--- src/design/fir_coeff.svh ---
`ifndef FIR_COEFF_SVH
`define FIR_COEFF_SVH

// Low-pass half filter, outermost tap first and centre tap last.
case (k)
    0:  return COEFF_WIDTH'(0);
    1:  return COEFF_WIDTH'(-1);
    2:  return COEFF_WIDTH'(-1);
    3:  return COEFF_WIDTH'(-2);
    4:  return COEFF_WIDTH'(-3);
    5:  return COEFF_WIDTH'(-3);
    6:  return COEFF_WIDTH'(-4);
    7:  return COEFF_WIDTH'(-4);
    8:  return COEFF_WIDTH'(-3);
    9:  return COEFF_WIDTH'(-1);
    10: return COEFF_WIDTH'(1);
    11: return COEFF_WIDTH'(3);
    12: return COEFF_WIDTH'(7);
    13: return COEFF_WIDTH'(10);
    14: return COEFF_WIDTH'(12);
    15: return COEFF_WIDTH'(13);
    16: return COEFF_WIDTH'(12);
    17: return COEFF_WIDTH'(9);
    18: return COEFF_WIDTH'(3);
    19: return COEFF_WIDTH'(-5);
    20: return COEFF_WIDTH'(-14);
    21: return COEFF_WIDTH'(-24);
    22: return COEFF_WIDTH'(-33);
    23: return COEFF_WIDTH'(-40);
    24: return COEFF_WIDTH'(-43);
    25: return COEFF_WIDTH'(-39);
    26: return COEFF_WIDTH'(-29);
    27: return COEFF_WIDTH'(-12);
    28: return COEFF_WIDTH'(13);
    29: return COEFF_WIDTH'(44);
    30: return COEFF_WIDTH'(80);
    31: return COEFF_WIDTH'(119);
    32: return COEFF_WIDTH'(157);
    33: return COEFF_WIDTH'(192);
    34: return COEFF_WIDTH'(222);
    35: return COEFF_WIDTH'(243);
    36: return COEFF_WIDTH'(255);
    default: return COEFF_WIDTH'(0);
endcase

`endif

--- src/design/fir_pkg.sv ---
package fir_pkg;

    // Filter geometry. The filter is symmetric, so only half of the
    // coefficients plus the centre tap are stored.
    localparam int FIR_TAPS = 73;
    localparam int FIR_HALF = (FIR_TAPS - 1) / 2;

    // Signed coefficient width. The largest value is the centre tap, 255.
    localparam int COEFF_WIDTH = 9;

    // History buffer per channel. It is a power of two so that the
    // addresses wrap without extra logic.
    localparam int HIST_DEPTH = 128;
    localparam int HIST_ADDR_WIDTH = $clog2(HIST_DEPTH);

    // Guard bits on top of the product width for the 37 accumulations.
    localparam int ACC_GROWTH = 3;

    // Controller states.
    // IDLE waits for a strobe edge and also hosts the post-reset clear sweep.
    // LOAD writes the new samples and clears the accumulators.
    // MAC runs one folded tap per cycle.
    // FINISH hands the accumulators to the output stage.
    typedef enum logic [1:0] {
        IDLE,
        LOAD,
        MAC,
        FINISH
    } ctl_state_t;

    // Half-filter coefficient for tap index k, 0 to FIR_HALF.
    // Index FIR_HALF is the centre tap, which is used once.
    // Indices outside that range return zero.
    function automatic logic signed [COEFF_WIDTH-1:0] fir_coeff(input int k);
        `include "fir_coeff.svh"
    endfunction

endpackage

--- src/design/fir_channel.sv ---
`timescale 1ns/1ps

module fir_channel import fir_pkg::*; #(
    parameter  int data_width = 9,
    localparam int mult_width = data_width + COEFF_WIDTH + 1,
    localparam int acc_width  = mult_width + ACC_GROWTH
) (
    input  logic                          clk,
    input  logic                          rst,
    input  logic                          load,
    input  logic                          clear,
    input  logic                          step,
    input  logic                          centre,
    input  logic [HIST_ADDR_WIDTH-1:0]    wr_addr,
    input  logic [HIST_ADDR_WIDTH-1:0]    fwd_addr,
    input  logic [HIST_ADDR_WIDTH-1:0]    rev_addr,
    input  logic signed [COEFF_WIDTH-1:0] coeff,
    input  logic signed [data_width-1:0]  sample_in,
    output logic signed [acc_width-1:0]   acc
);

    logic signed [data_width-1:0] hist [HIST_DEPTH];

    logic signed [data_width-1:0] fwd_sample;
    logic signed [data_width-1:0] rev_sample;
    logic signed [data_width:0]   pre_sum;
    logic signed [mult_width-1:0] product;

    // History buffer write. A load with centre set, or any load while
    // rst is high, belongs to the clear sweep and stores zero.
    always_ff @(posedge clk) begin
        if (load) begin
            if (rst || centre) begin
                hist[wr_addr] <= '0;
            end else begin
                hist[wr_addr] <= sample_in;
            end
        end
    end

    assign fwd_sample = hist[fwd_addr];
    assign rev_sample = hist[rev_addr];

    // Fold the symmetric pair into one operand. The centre tap has no
    // partner, so only the forward sample is taken there.
    always_comb begin
        if (centre) begin
            pre_sum = fwd_sample;
        end else begin
            pre_sum = fwd_sample + rev_sample;
        end
    end

    assign product = pre_sum * coeff;

    always_ff @(posedge clk) begin
        if (rst) begin
            acc <= '0;
        end else if (clear) begin
            acc <= '0;
        end else if (step) begin
            acc <= acc + product;
        end
    end

endmodule

--- src/design/fir_control.sv ---
`timescale 1ns/1ps

module fir_control import fir_pkg::*; (
    input  logic                              clk,
    input  logic                              rst,
    input  logic                              sample,
    output logic                              load,
    output logic                              clear,
    output logic                              step,
    output logic                              centre,
    output logic                              finish,
    output logic [HIST_ADDR_WIDTH-1:0]        wr_addr,
    output logic [HIST_ADDR_WIDTH-1:0]        fwd_addr,
    output logic [HIST_ADDR_WIDTH-1:0]        rev_addr,
    output logic signed [COEFF_WIDTH-1:0]     coeff
);

    localparam int cnt_width = $clog2(FIR_HALF + 1);

    ctl_state_t state;

    logic sample_q;
    logic edge_q;
    logic sweeping;

    logic [cnt_width-1:0]       tap_cnt;
    logic [HIST_ADDR_WIDTH-1:0] wr_ptr;
    logic [HIST_ADDR_WIDTH-1:0] fwd_ptr;
    logic [HIST_ADDR_WIDTH-1:0] rev_ptr;

    // The strobe edge shows up one cycle after sample is first seen high.
    always_ff @(posedge clk) begin
        if (rst) begin
            sample_q <= 1'b0;
            edge_q   <= 1'b0;
        end else begin
            sample_q <= sample;
            edge_q   <= sample & ~sample_q;
        end
    end

    // The write pointer moves down by one per accepted sample, so the
    // sample k steps old sits at the newest address plus k.
    always_ff @(posedge clk) begin
        if (rst) begin
            state    <= IDLE;
            sweeping <= 1'b1;
            wr_ptr   <= '0;
            tap_cnt  <= '0;
        end else begin
            case (state)
                IDLE: begin
                    if (sweeping) begin
                        // Clear one history entry per cycle after reset.
                        wr_ptr <= wr_ptr + 1'b1;
                        if (wr_ptr == HIST_ADDR_WIDTH'(HIST_DEPTH - 1)) begin
                            sweeping <= 1'b0;
                        end
                    end else if (edge_q) begin
                        wr_ptr  <= wr_ptr - 1'b1;
                        fwd_ptr <= wr_ptr - 1'b1;
                        rev_ptr <= (wr_ptr - 1'b1) + HIST_ADDR_WIDTH'(FIR_TAPS - 1);
                        state   <= LOAD;
                    end
                end
                LOAD: begin
                    tap_cnt <= '0;
                    state   <= MAC;
                end
                MAC: begin
                    // The two read pointers walk toward the centre tap.
                    fwd_ptr <= fwd_ptr + 1'b1;
                    rev_ptr <= rev_ptr - 1'b1;
                    tap_cnt <= tap_cnt + 1'b1;
                    if (tap_cnt == cnt_width'(FIR_HALF)) begin
                        state <= FINISH;
                    end
                end
                FINISH: begin
                    state <= IDLE;
                end
                default: begin
                    state <= IDLE;
                end
            endcase
        end
    end

    assign load   = sweeping || (state == LOAD);
    assign clear  = (state == LOAD);
    assign step   = (state == MAC);
    assign finish = (state == FINISH);

    // During the sweep centre rides along with load, which makes the
    // channels write zero instead of the input samples.
    assign centre = sweeping || ((state == MAC) && (tap_cnt == cnt_width'(FIR_HALF)));

    assign wr_addr  = wr_ptr;
    assign fwd_addr = fwd_ptr;
    assign rev_addr = rev_ptr;
    assign coeff    = fir_coeff(int'(tap_cnt));

endmodule

--- src/design/output_join.sv ---
`timescale 1ns/1ps

module output_join import fir_pkg::*; #(
    parameter  int data_width = 9,
    localparam int mult_width = data_width + COEFF_WIDTH + 1,
    localparam int acc_width  = mult_width + ACC_GROWTH,
    localparam int out_width  = 2 * data_width + 2
) (
    input  logic                         clk,
    input  logic                         rst,
    input  logic                         finish,
    input  logic signed [acc_width-1:0]  left_acc,
    input  logic signed [acc_width-1:0]  right_acc,
    output logic signed [out_width-1:0]  left_out,
    output logic signed [out_width-1:0]  right_out,
    output logic                         sample_out
);

    // Wide enough to hold both the rounded accumulator and the output limits.
    localparam int sat_width = acc_width + out_width;

    localparam logic signed [sat_width-1:0] out_max =
        {{(sat_width - out_width + 1){1'b0}}, {(out_width - 1){1'b1}}};
    localparam logic signed [sat_width-1:0] out_min = -out_max - 1;

    // Round half up by dropping two bits, then clamp to the output range.
    function automatic logic signed [out_width-1:0] round_sat(
        input logic signed [acc_width-1:0] a
    );
        logic signed [acc_width:0]    biased;
        logic signed [acc_width-2:0]  shifted;
        logic signed [sat_width-1:0]  wide;
        biased  = a + 2;
        shifted = (acc_width - 1)'(biased >>> 2);
        wide    = shifted;
        if (wide > out_max) begin
            wide = out_max;
        end else if (wide < out_min) begin
            wide = out_min;
        end
        return out_width'(wide);
    endfunction

    always_ff @(posedge clk) begin
        if (rst) begin
            left_out   <= '0;
            right_out  <= '0;
            sample_out <= 1'b0;
        end else begin
            sample_out <= finish;
            if (finish) begin
                left_out  <= round_sat(left_acc);
                right_out <= round_sat(right_acc);
            end
        end
    end

endmodule

--- src/design/stereo_fir.sv ---
`timescale 1ns/1ps

module stereo_fir import fir_pkg::*; #(
    parameter  int data_width = 9,
    localparam int out_width  = 2 * data_width + 2
) (
    input  logic                         clk,
    input  logic                         rst,
    input  logic                         sample,
    input  logic signed [data_width-1:0] left_in,
    input  logic signed [data_width-1:0] right_in,
    output logic signed [out_width-1:0]  left_out,
    output logic signed [out_width-1:0]  right_out,
    output logic                         sample_out
);

    localparam int acc_width = data_width + COEFF_WIDTH + 1 + ACC_GROWTH;

    logic                          load;
    logic                          clear;
    logic                          step;
    logic                          centre;
    logic                          finish;
    logic [HIST_ADDR_WIDTH-1:0]    wr_addr;
    logic [HIST_ADDR_WIDTH-1:0]    fwd_addr;
    logic [HIST_ADDR_WIDTH-1:0]    rev_addr;
    logic signed [COEFF_WIDTH-1:0] coeff;
    logic signed [acc_width-1:0]   left_acc;
    logic signed [acc_width-1:0]   right_acc;

    fir_control u_control (
        .clk      (clk),
        .rst      (rst),
        .sample   (sample),
        .load     (load),
        .clear    (clear),
        .step     (step),
        .centre   (centre),
        .finish   (finish),
        .wr_addr  (wr_addr),
        .fwd_addr (fwd_addr),
        .rev_addr (rev_addr),
        .coeff    (coeff)
    );

    // Both channels share every control signal and run in lockstep.
    fir_channel #(.data_width(data_width)) u_left (
        .clk       (clk),
        .rst       (rst),
        .load      (load),
        .clear     (clear),
        .step      (step),
        .centre    (centre),
        .wr_addr   (wr_addr),
        .fwd_addr  (fwd_addr),
        .rev_addr  (rev_addr),
        .coeff     (coeff),
        .sample_in (left_in),
        .acc       (left_acc)
    );

    fir_channel #(.data_width(data_width)) u_right (
        .clk       (clk),
        .rst       (rst),
        .load      (load),
        .clear     (clear),
        .step      (step),
        .centre    (centre),
        .wr_addr   (wr_addr),
        .fwd_addr  (fwd_addr),
        .rev_addr  (rev_addr),
        .coeff     (coeff),
        .sample_in (right_in),
        .acc       (right_acc)
    );

    output_join #(.data_width(data_width)) u_join (
        .clk        (clk),
        .rst        (rst),
        .finish     (finish),
        .left_acc   (left_acc),
        .right_acc  (right_acc),
        .left_out   (left_out),
        .right_out  (right_out),
        .sample_out (sample_out)
    );

endmodule

--- config.mk ---
export PLATFORM = sky130hd
export DESIGN_NAME = stereo_fir
export DESIGN_NICKNAME = d
export VERILOG_FILES = /design/src/design/fir_pkg.sv /design/src/design/fir_channel.sv /design/src/design/fir_control.sv /design/src/design/output_join.sv /design/src/design/stereo_fir.sv
export VERILOG_INCLUDE_DIRS = /design/src /design/src/design
export SDC_FILE = /design/constraint.sdc
export NUM_CORES = 2
export LEC_CHECK = 0
export BUFFER_PORTS_ARGS = -buffer_cell sky130_fd_sc_hd__buf_2
export CAP_MARGIN = 20
export CORE_MARGIN = 4
export CORE_UTILIZATION = 50
export CTS_BUF_LIST = sky130_fd_sc_hd__clkbuf_4
export CTS_CLUSTER_DIAMETER = 40
export DETAILED_ROUTE_END_ITERATION = 12
export HOLD_SLACK_MARGIN = 0.15
export PLACE_DENSITY_LB_ADDON = 0.12
export SETUP_SLACK_MARGIN = 0.2
export SLEW_MARGIN = 20
export SYNTH_ARGS = -nofsm -noshare
export SYNTH_HDL_FRONTEND = slang
export SYNTH_SLANG_ARGS = --single-unit
export TNS_END_PERCENT = 20
--- constraint.sdc ---
create_clock -name clk -period 13.5 [get_ports clk]
set_input_delay 2.7 -clock clk [delete_from_list [all_inputs] [get_ports clk]]
set_output_delay 2.7 -clock clk [all_outputs]
set_load 0.005 [all_outputs]
# --- Yosys cells after proc, flatten, opt, wreduce, memory -nomap -nowiden ---
# Memory sizes are Yosys's and may differ from the RTL's. A register that Yosys moved wholly into a read port is not among the register bits.
# Index checks and enable logic that the tools add are counted.
word_totals:
  out_inout_bits: 41
  reg_bits: 117
  mem_bits_rw: 2304
  n_memories: 3
  rom_bits: 576
classes:
  mul: 2
  n_reduce_logical: 12
  bitwise_logic: 5
  mux: 34
  order_cmp: 4
  eq_ne: 8
  addsub: 12
memory_table:
  columns: ["name", "words", "word_bits", "read_ports", "rd_clocked_by_memory_dff", "wr", "line", "rtl"]
  rows:
  - ["u_left.hist", 128, 9, 2, 2, 1, "fir_channel.sv:22", "logic signed [data_width-1:0] hist [HIST_DEPTH];"]
  - ["u_right.hist", 128, 9, 2, 2, 1, "fir_channel.sv:22", null]
  - ["(no name shown)", 64, 9, 1, 1, 0, "fir_coeff.svh:5", "case (k)"]
ops:
  columns: ["operator", "count"]
  rows:
  - ["20-bit two-way mux", 4]
  - ["7-bit two-way mux", 9]
  - ["22-bit by 3-bit adder with 23-bit output (second input constant)", 2]
  - ["22-bit by 19-bit adder with 22-bit output", 2]
  - ["21-bit by 20-bit greater-than comparator with 1-bit output (second input constant)", 2]
  - ["21-bit by 20-bit < comparator with 1-bit output (second input constant)", 2]
  - ["10-bit by 9-bit multiplier with 19-bit output", 2]
  - ["7-bit case mux with 2 select lines", 2]
  - ["9-bit by 9-bit adder with 10-bit output", 2]
  - ["10-bit two-way mux", 2]
  - ["9-bit two-way mux", 2]
  - ["7-bit by 1-bit adder with 7-bit output (second input constant)", 2]
  - ["7-bit by 1-bit subtractor with 7-bit output (second input constant)", 2]
  - ["6-bit two-way mux", 2]
  - ["6-bit case mux with 2 select lines", 1]
  - ["1-bit two-way mux", 8]
  - ["2-bit case mux with 4 select lines", 1]
  - ["7-bit adder (second input constant)", 1]
  - ["7-bit equality test (second input constant)", 1]
  - ["6-bit by 1-bit adder with 6-bit output (second input constant)", 1]
  - ["6-bit equality test (second input constant)", 1]
  - ["2-bit two-way mux", 3]
  - ["2-bit nonzero test", 3]
  - ["2-bit equality test (second input constant)", 2]
  - ["13 further kinds", 18]

# --- Depth between registers and ports, before layout ---
logic_depth:
  word_depth: 8
  mapped_depth: 39

# --- By module ---
# From an unflattened synthesis, not the netlist that was laid out.
unflattened:
  hier_cells: 6718
  area_unflattened_um2: 124082.8
by_module_without_submodules:
  columns: ["mod", "cells_per_inst", "instances", "area_each_um2"]
  rows:
  - ["fir_channel at u_left", 3113, 1, 59507.1]
  - ["fir_channel at u_right", 2992, 1, 59221.8]
  - ["fir_control", 325, 1, 2900.3]
  - ["output_join", 288, 1, 2453.6]

# --- Least setup slack after synthesis ---
# Ideal clock, no wire load.
synth_timing:
  path_kind: "reg2reg"
  startpoint: "register (tool-made name)"
  endpoint: "register u_left.acc[21]"
  t_arrival_ns: 9.800
  t_required_ns: 13.381
  n_path_buf: 4
  slack_ns: 3.581
  path_stages_with_launch: 35
  setup_time_ns: 0.119
  cell_sequence: "dfxtp_1 > clkbuf_1 > clkbuf_1 > buf_1 > mux4_2 > mux4_2 > mux4_2 > mux2i_1 > inv_1 > ha_1 > a21o_1 > a21oi_1 > o21ai_0 > a21oi_1 > o21ai_0 > a2111oi_0 > o31a_1 > buf_2 > nand2_1 > fa_1 > inv_1 > fa_1 > fa_1 > fa_1 > inv_1 > fa_1 > inv_1 > ha_1 > and4_1 > a211oi_1 > a21oi_1 > o41ai_1 > mux2i_1 > a211oi_1 > o21bai_1"
synth_lines:
  columns: ["item", "line", "rtl"]
  rows:
  - ["to (signal assigned)", "fir_channel.sv:62", "acc <= acc + product;"]
  - ["to (decl)", "fir_channel.sv:19", "output logic signed [acc_width-1:0] acc"]

==> run metrics <==
status complete, no violations; CP Capture Type flip-flop; Final nets ~7300; hold-fix buffer count after cts 0; Arr. time, crit path ~13 ns; H-Tree Level Count 6; TritonCTS clock tree yes; Post-Synthesis Cells about 6400; DR vias/cell 6.72; global-route wire length before repair roughly 540000 µm; Post-Syn Nets slightly below 7000; routed vias a little over 70000; Die Wd just over 500 µm; Hold WS 0.397 ns; Yosys cell types 69; Post-synth EDFFs around 2300; CTS Sinks between 2000 and 2500; final setup vio count 0; Routability Congestion approximately 0.89; critical path required time about 15 ns; Yosys top cell area share 56.9%; largest family of logic cells by synthesized area multiplexers; Tot GR Track Use a little under a third; Final Instance Area between 0.1 and 0.15 mm²; total of max-cap violations 0; Async SR Flop Fraction 0%; synth cell count leaders edfxtp_1, mux4_2, inv_1; largest net degree at the start of global routing 110; Site Rows around 180; simple-gate share of the synthesized area 3.09%; Port Buf Inserts 61; Final min period approximately 11 ns; clk root buf clkbuf_4; dpl cell area about 0.13 mm²; 1st-iter DRT viols 8896; PD cells 113 mW/mm²; clk slew on worst S/H paths about 0.07 ns; core area 0.243 mm²; Ys Warns 0; PostCTS Resize Cnt 0; Max-slew headroom roughly 18%; FILL cells approximately 19000; crit share post-route a little over four fifths; hold crit path type flip-flop to flip-flop; Worst Setup Start Kind flip-flop; final hold violations 0; share of post-route cells with drive strength above 1 40.5%; area grow syn2layout 11.2%; Max Transition Viols Final 0; top_reg_cell synth edfxtp_1; area leader, netlist edfxtp_1; Slowest-stage cell, CP dfxtp_4; Routed WL 380000 µm; TritonCTS buffer count between 600 and 700; vias in the first global route 72600; CTS Buffer Depth 4; Initial Util 50.3%; mean post-synth cell area roughly 19 µm²; DIE HEIGHT a little over 500 µm; CP max FO 50; fmax approximately 0.09 GHz; mux cell area share after synthesis between 20% and 30%; Peak VDD IR 0.117 mV; ANT nets after route 0; mapped cell area between 0.1 and 0.15 mm²; sequential area share after synthesis between 50% and 60%; worst skew pair latency approximately 1.4 ns; Leak Pwr between 50 and 60 nW; drt first pass iters 8; GR Overflow Total 0; crit path kind flip-flop to flip-flop; drt wl/cell roughly 36 µm; CP peak stage delay ~0.88 ns; Post-Synth Adder-Cell Area roughly 4.7%; Setup Buffers After CTS 0; I/O Pins just over 60; top post-synthesis cells by area edfxtp_1, mux4_2, fa_1; RSZ-0062 raised after global routing no; die area between 0.2 and 0.3 mm²; DRC viols 0; Synth Area in XOR/XNOR less than 1%; Post-Route Setup TNS 0 ns; Setup Skew between 0.08 and 0.09 ns; most common cell in the netlist edfxtp_1; Synth Area in Compound Gates under 10%; HPWL after detailed placement about 240000 µm; initial antenna violation count 23; CP most frequent cell fa_1; synthesized flop and latch total approximately 2400; worst slew pin tran between 1 and 1.5 ns
==> cells in the final DEF (no fill, tap or decap), types with 123 or more instances in the layout <==
master       n
edfxtp_1  2318
mux4_2    1484
clkbuf_4   938
inv_1      305
nand2_1    242
buf_4      235
fa_1       183
nor2_1     176
ha_1       166
clkinv_1   123
==> worst max-delay path, delay by kind of cell (launching register included) <==
family	cells	cell delay [ns]
AND/OR/NAND/NOR	3	0.71
flip-flops	1	0.88
multiplexers	4	1.93
adder cells (fa/ha/maj)	7	3.30
AO/OA/AOI/OAI	13	3.73
buffers and inverters	4	0.63
==> power by group <==
part	switching, mW	total, mW	leakage [nW]	internal [mW]
sequential	0.0409	8.32	27.2	8.28
clock	3.12	6.61	4.89	3.49
combinational	0.372	0.525	18.8	0.153
total	3.53	15.5	50.9	11.9
==> final cells by class <==
class                   count  area, µm²  area share (%)
clock buffers             938       7040            5.17
clock inverters           179       1150           0.845
multi-input cells        3233      47900            35.2
inverters                 308       1160           0.849
flip-flops and latches   2444      72200            53.0
well taps                3202       4010            2.94
diodes                     10       25.0          0.0184
repair buffers            329       2740            2.01
==> layer usage <==
layer	global-route usage, %	share of wire (%)	up-vias
li1	-	-	28300
met1	41.2	37	38100
met2	46.8	47	4427
met3	7.19	10	789
met4	14.9	5.3	6
met5	0	0.010	-
==> sequential cells by signal (all words and copies together), names as in the netlist, named ones only <==
| name | cells |
|---|---|
| u_right.acc | 22 |
| u_control.sample_q | 1 |
| u_control.fwd_addr | 7 |
| u_left.acc | 22 |
| u_left.hist | 1152 |
| u_control.state | 2 |
| u_control.rev_addr | 7 |
| u_right.hist | 1152 |
| u_control.edge_q | 1 |
| u_join.right_out | 20 |
| u_control.tap_cnt | 6 |
| u_control.coeff | 9 |
| u_join.left_out | 20 |
| u_control.sweeping | 1 |
| u_control.wr_addr | 7 |
| u_join.sample_out | 1 |
==> kinds of logic (layout without fill, tap and decap cells) <==
kind of cell,count (synthesis),count (layout)
xor+xnor,116,116
fa+ha+maj,353,353
mux,1591,1591
simple gates,834,834
buf+inv,744,1754
flops,2444,2444
other cells,0,10
compound gates,339,339
==> worst paths after layout <==
check	depth (start not counted)	startpoint	slack (ns)	end
worst min register to register	1	u_control.sample_q	0.40	u_control.edge_q
worst max register to register	31	flip-flop	2.10	u_left.acc[21]
worst min-delay path	1	u_control.sample_q	0.40	u_control.edge_q
worst max-delay path	31	flip-flop	2.10	u_left.acc[21]
==> metrics by stage <==
step / power [mW] / std cells / setup WS, ns / util (%)
finish: 15.5 / 10600 / 2.10 / 55.9
detailed placement: 8.99 / 9514 / 2.04 / 52.5
global placement: 8.98 / 9513 / 2.04 / 52.5
floorplan: 8.74 / 6421 / 3.58 / -
global route: 16.0 / 10600 / 1.39 / 55.9
CTS: 15.6 / 10600 / 2.07 / 55.9
Power figures use the tool's default switching activity.
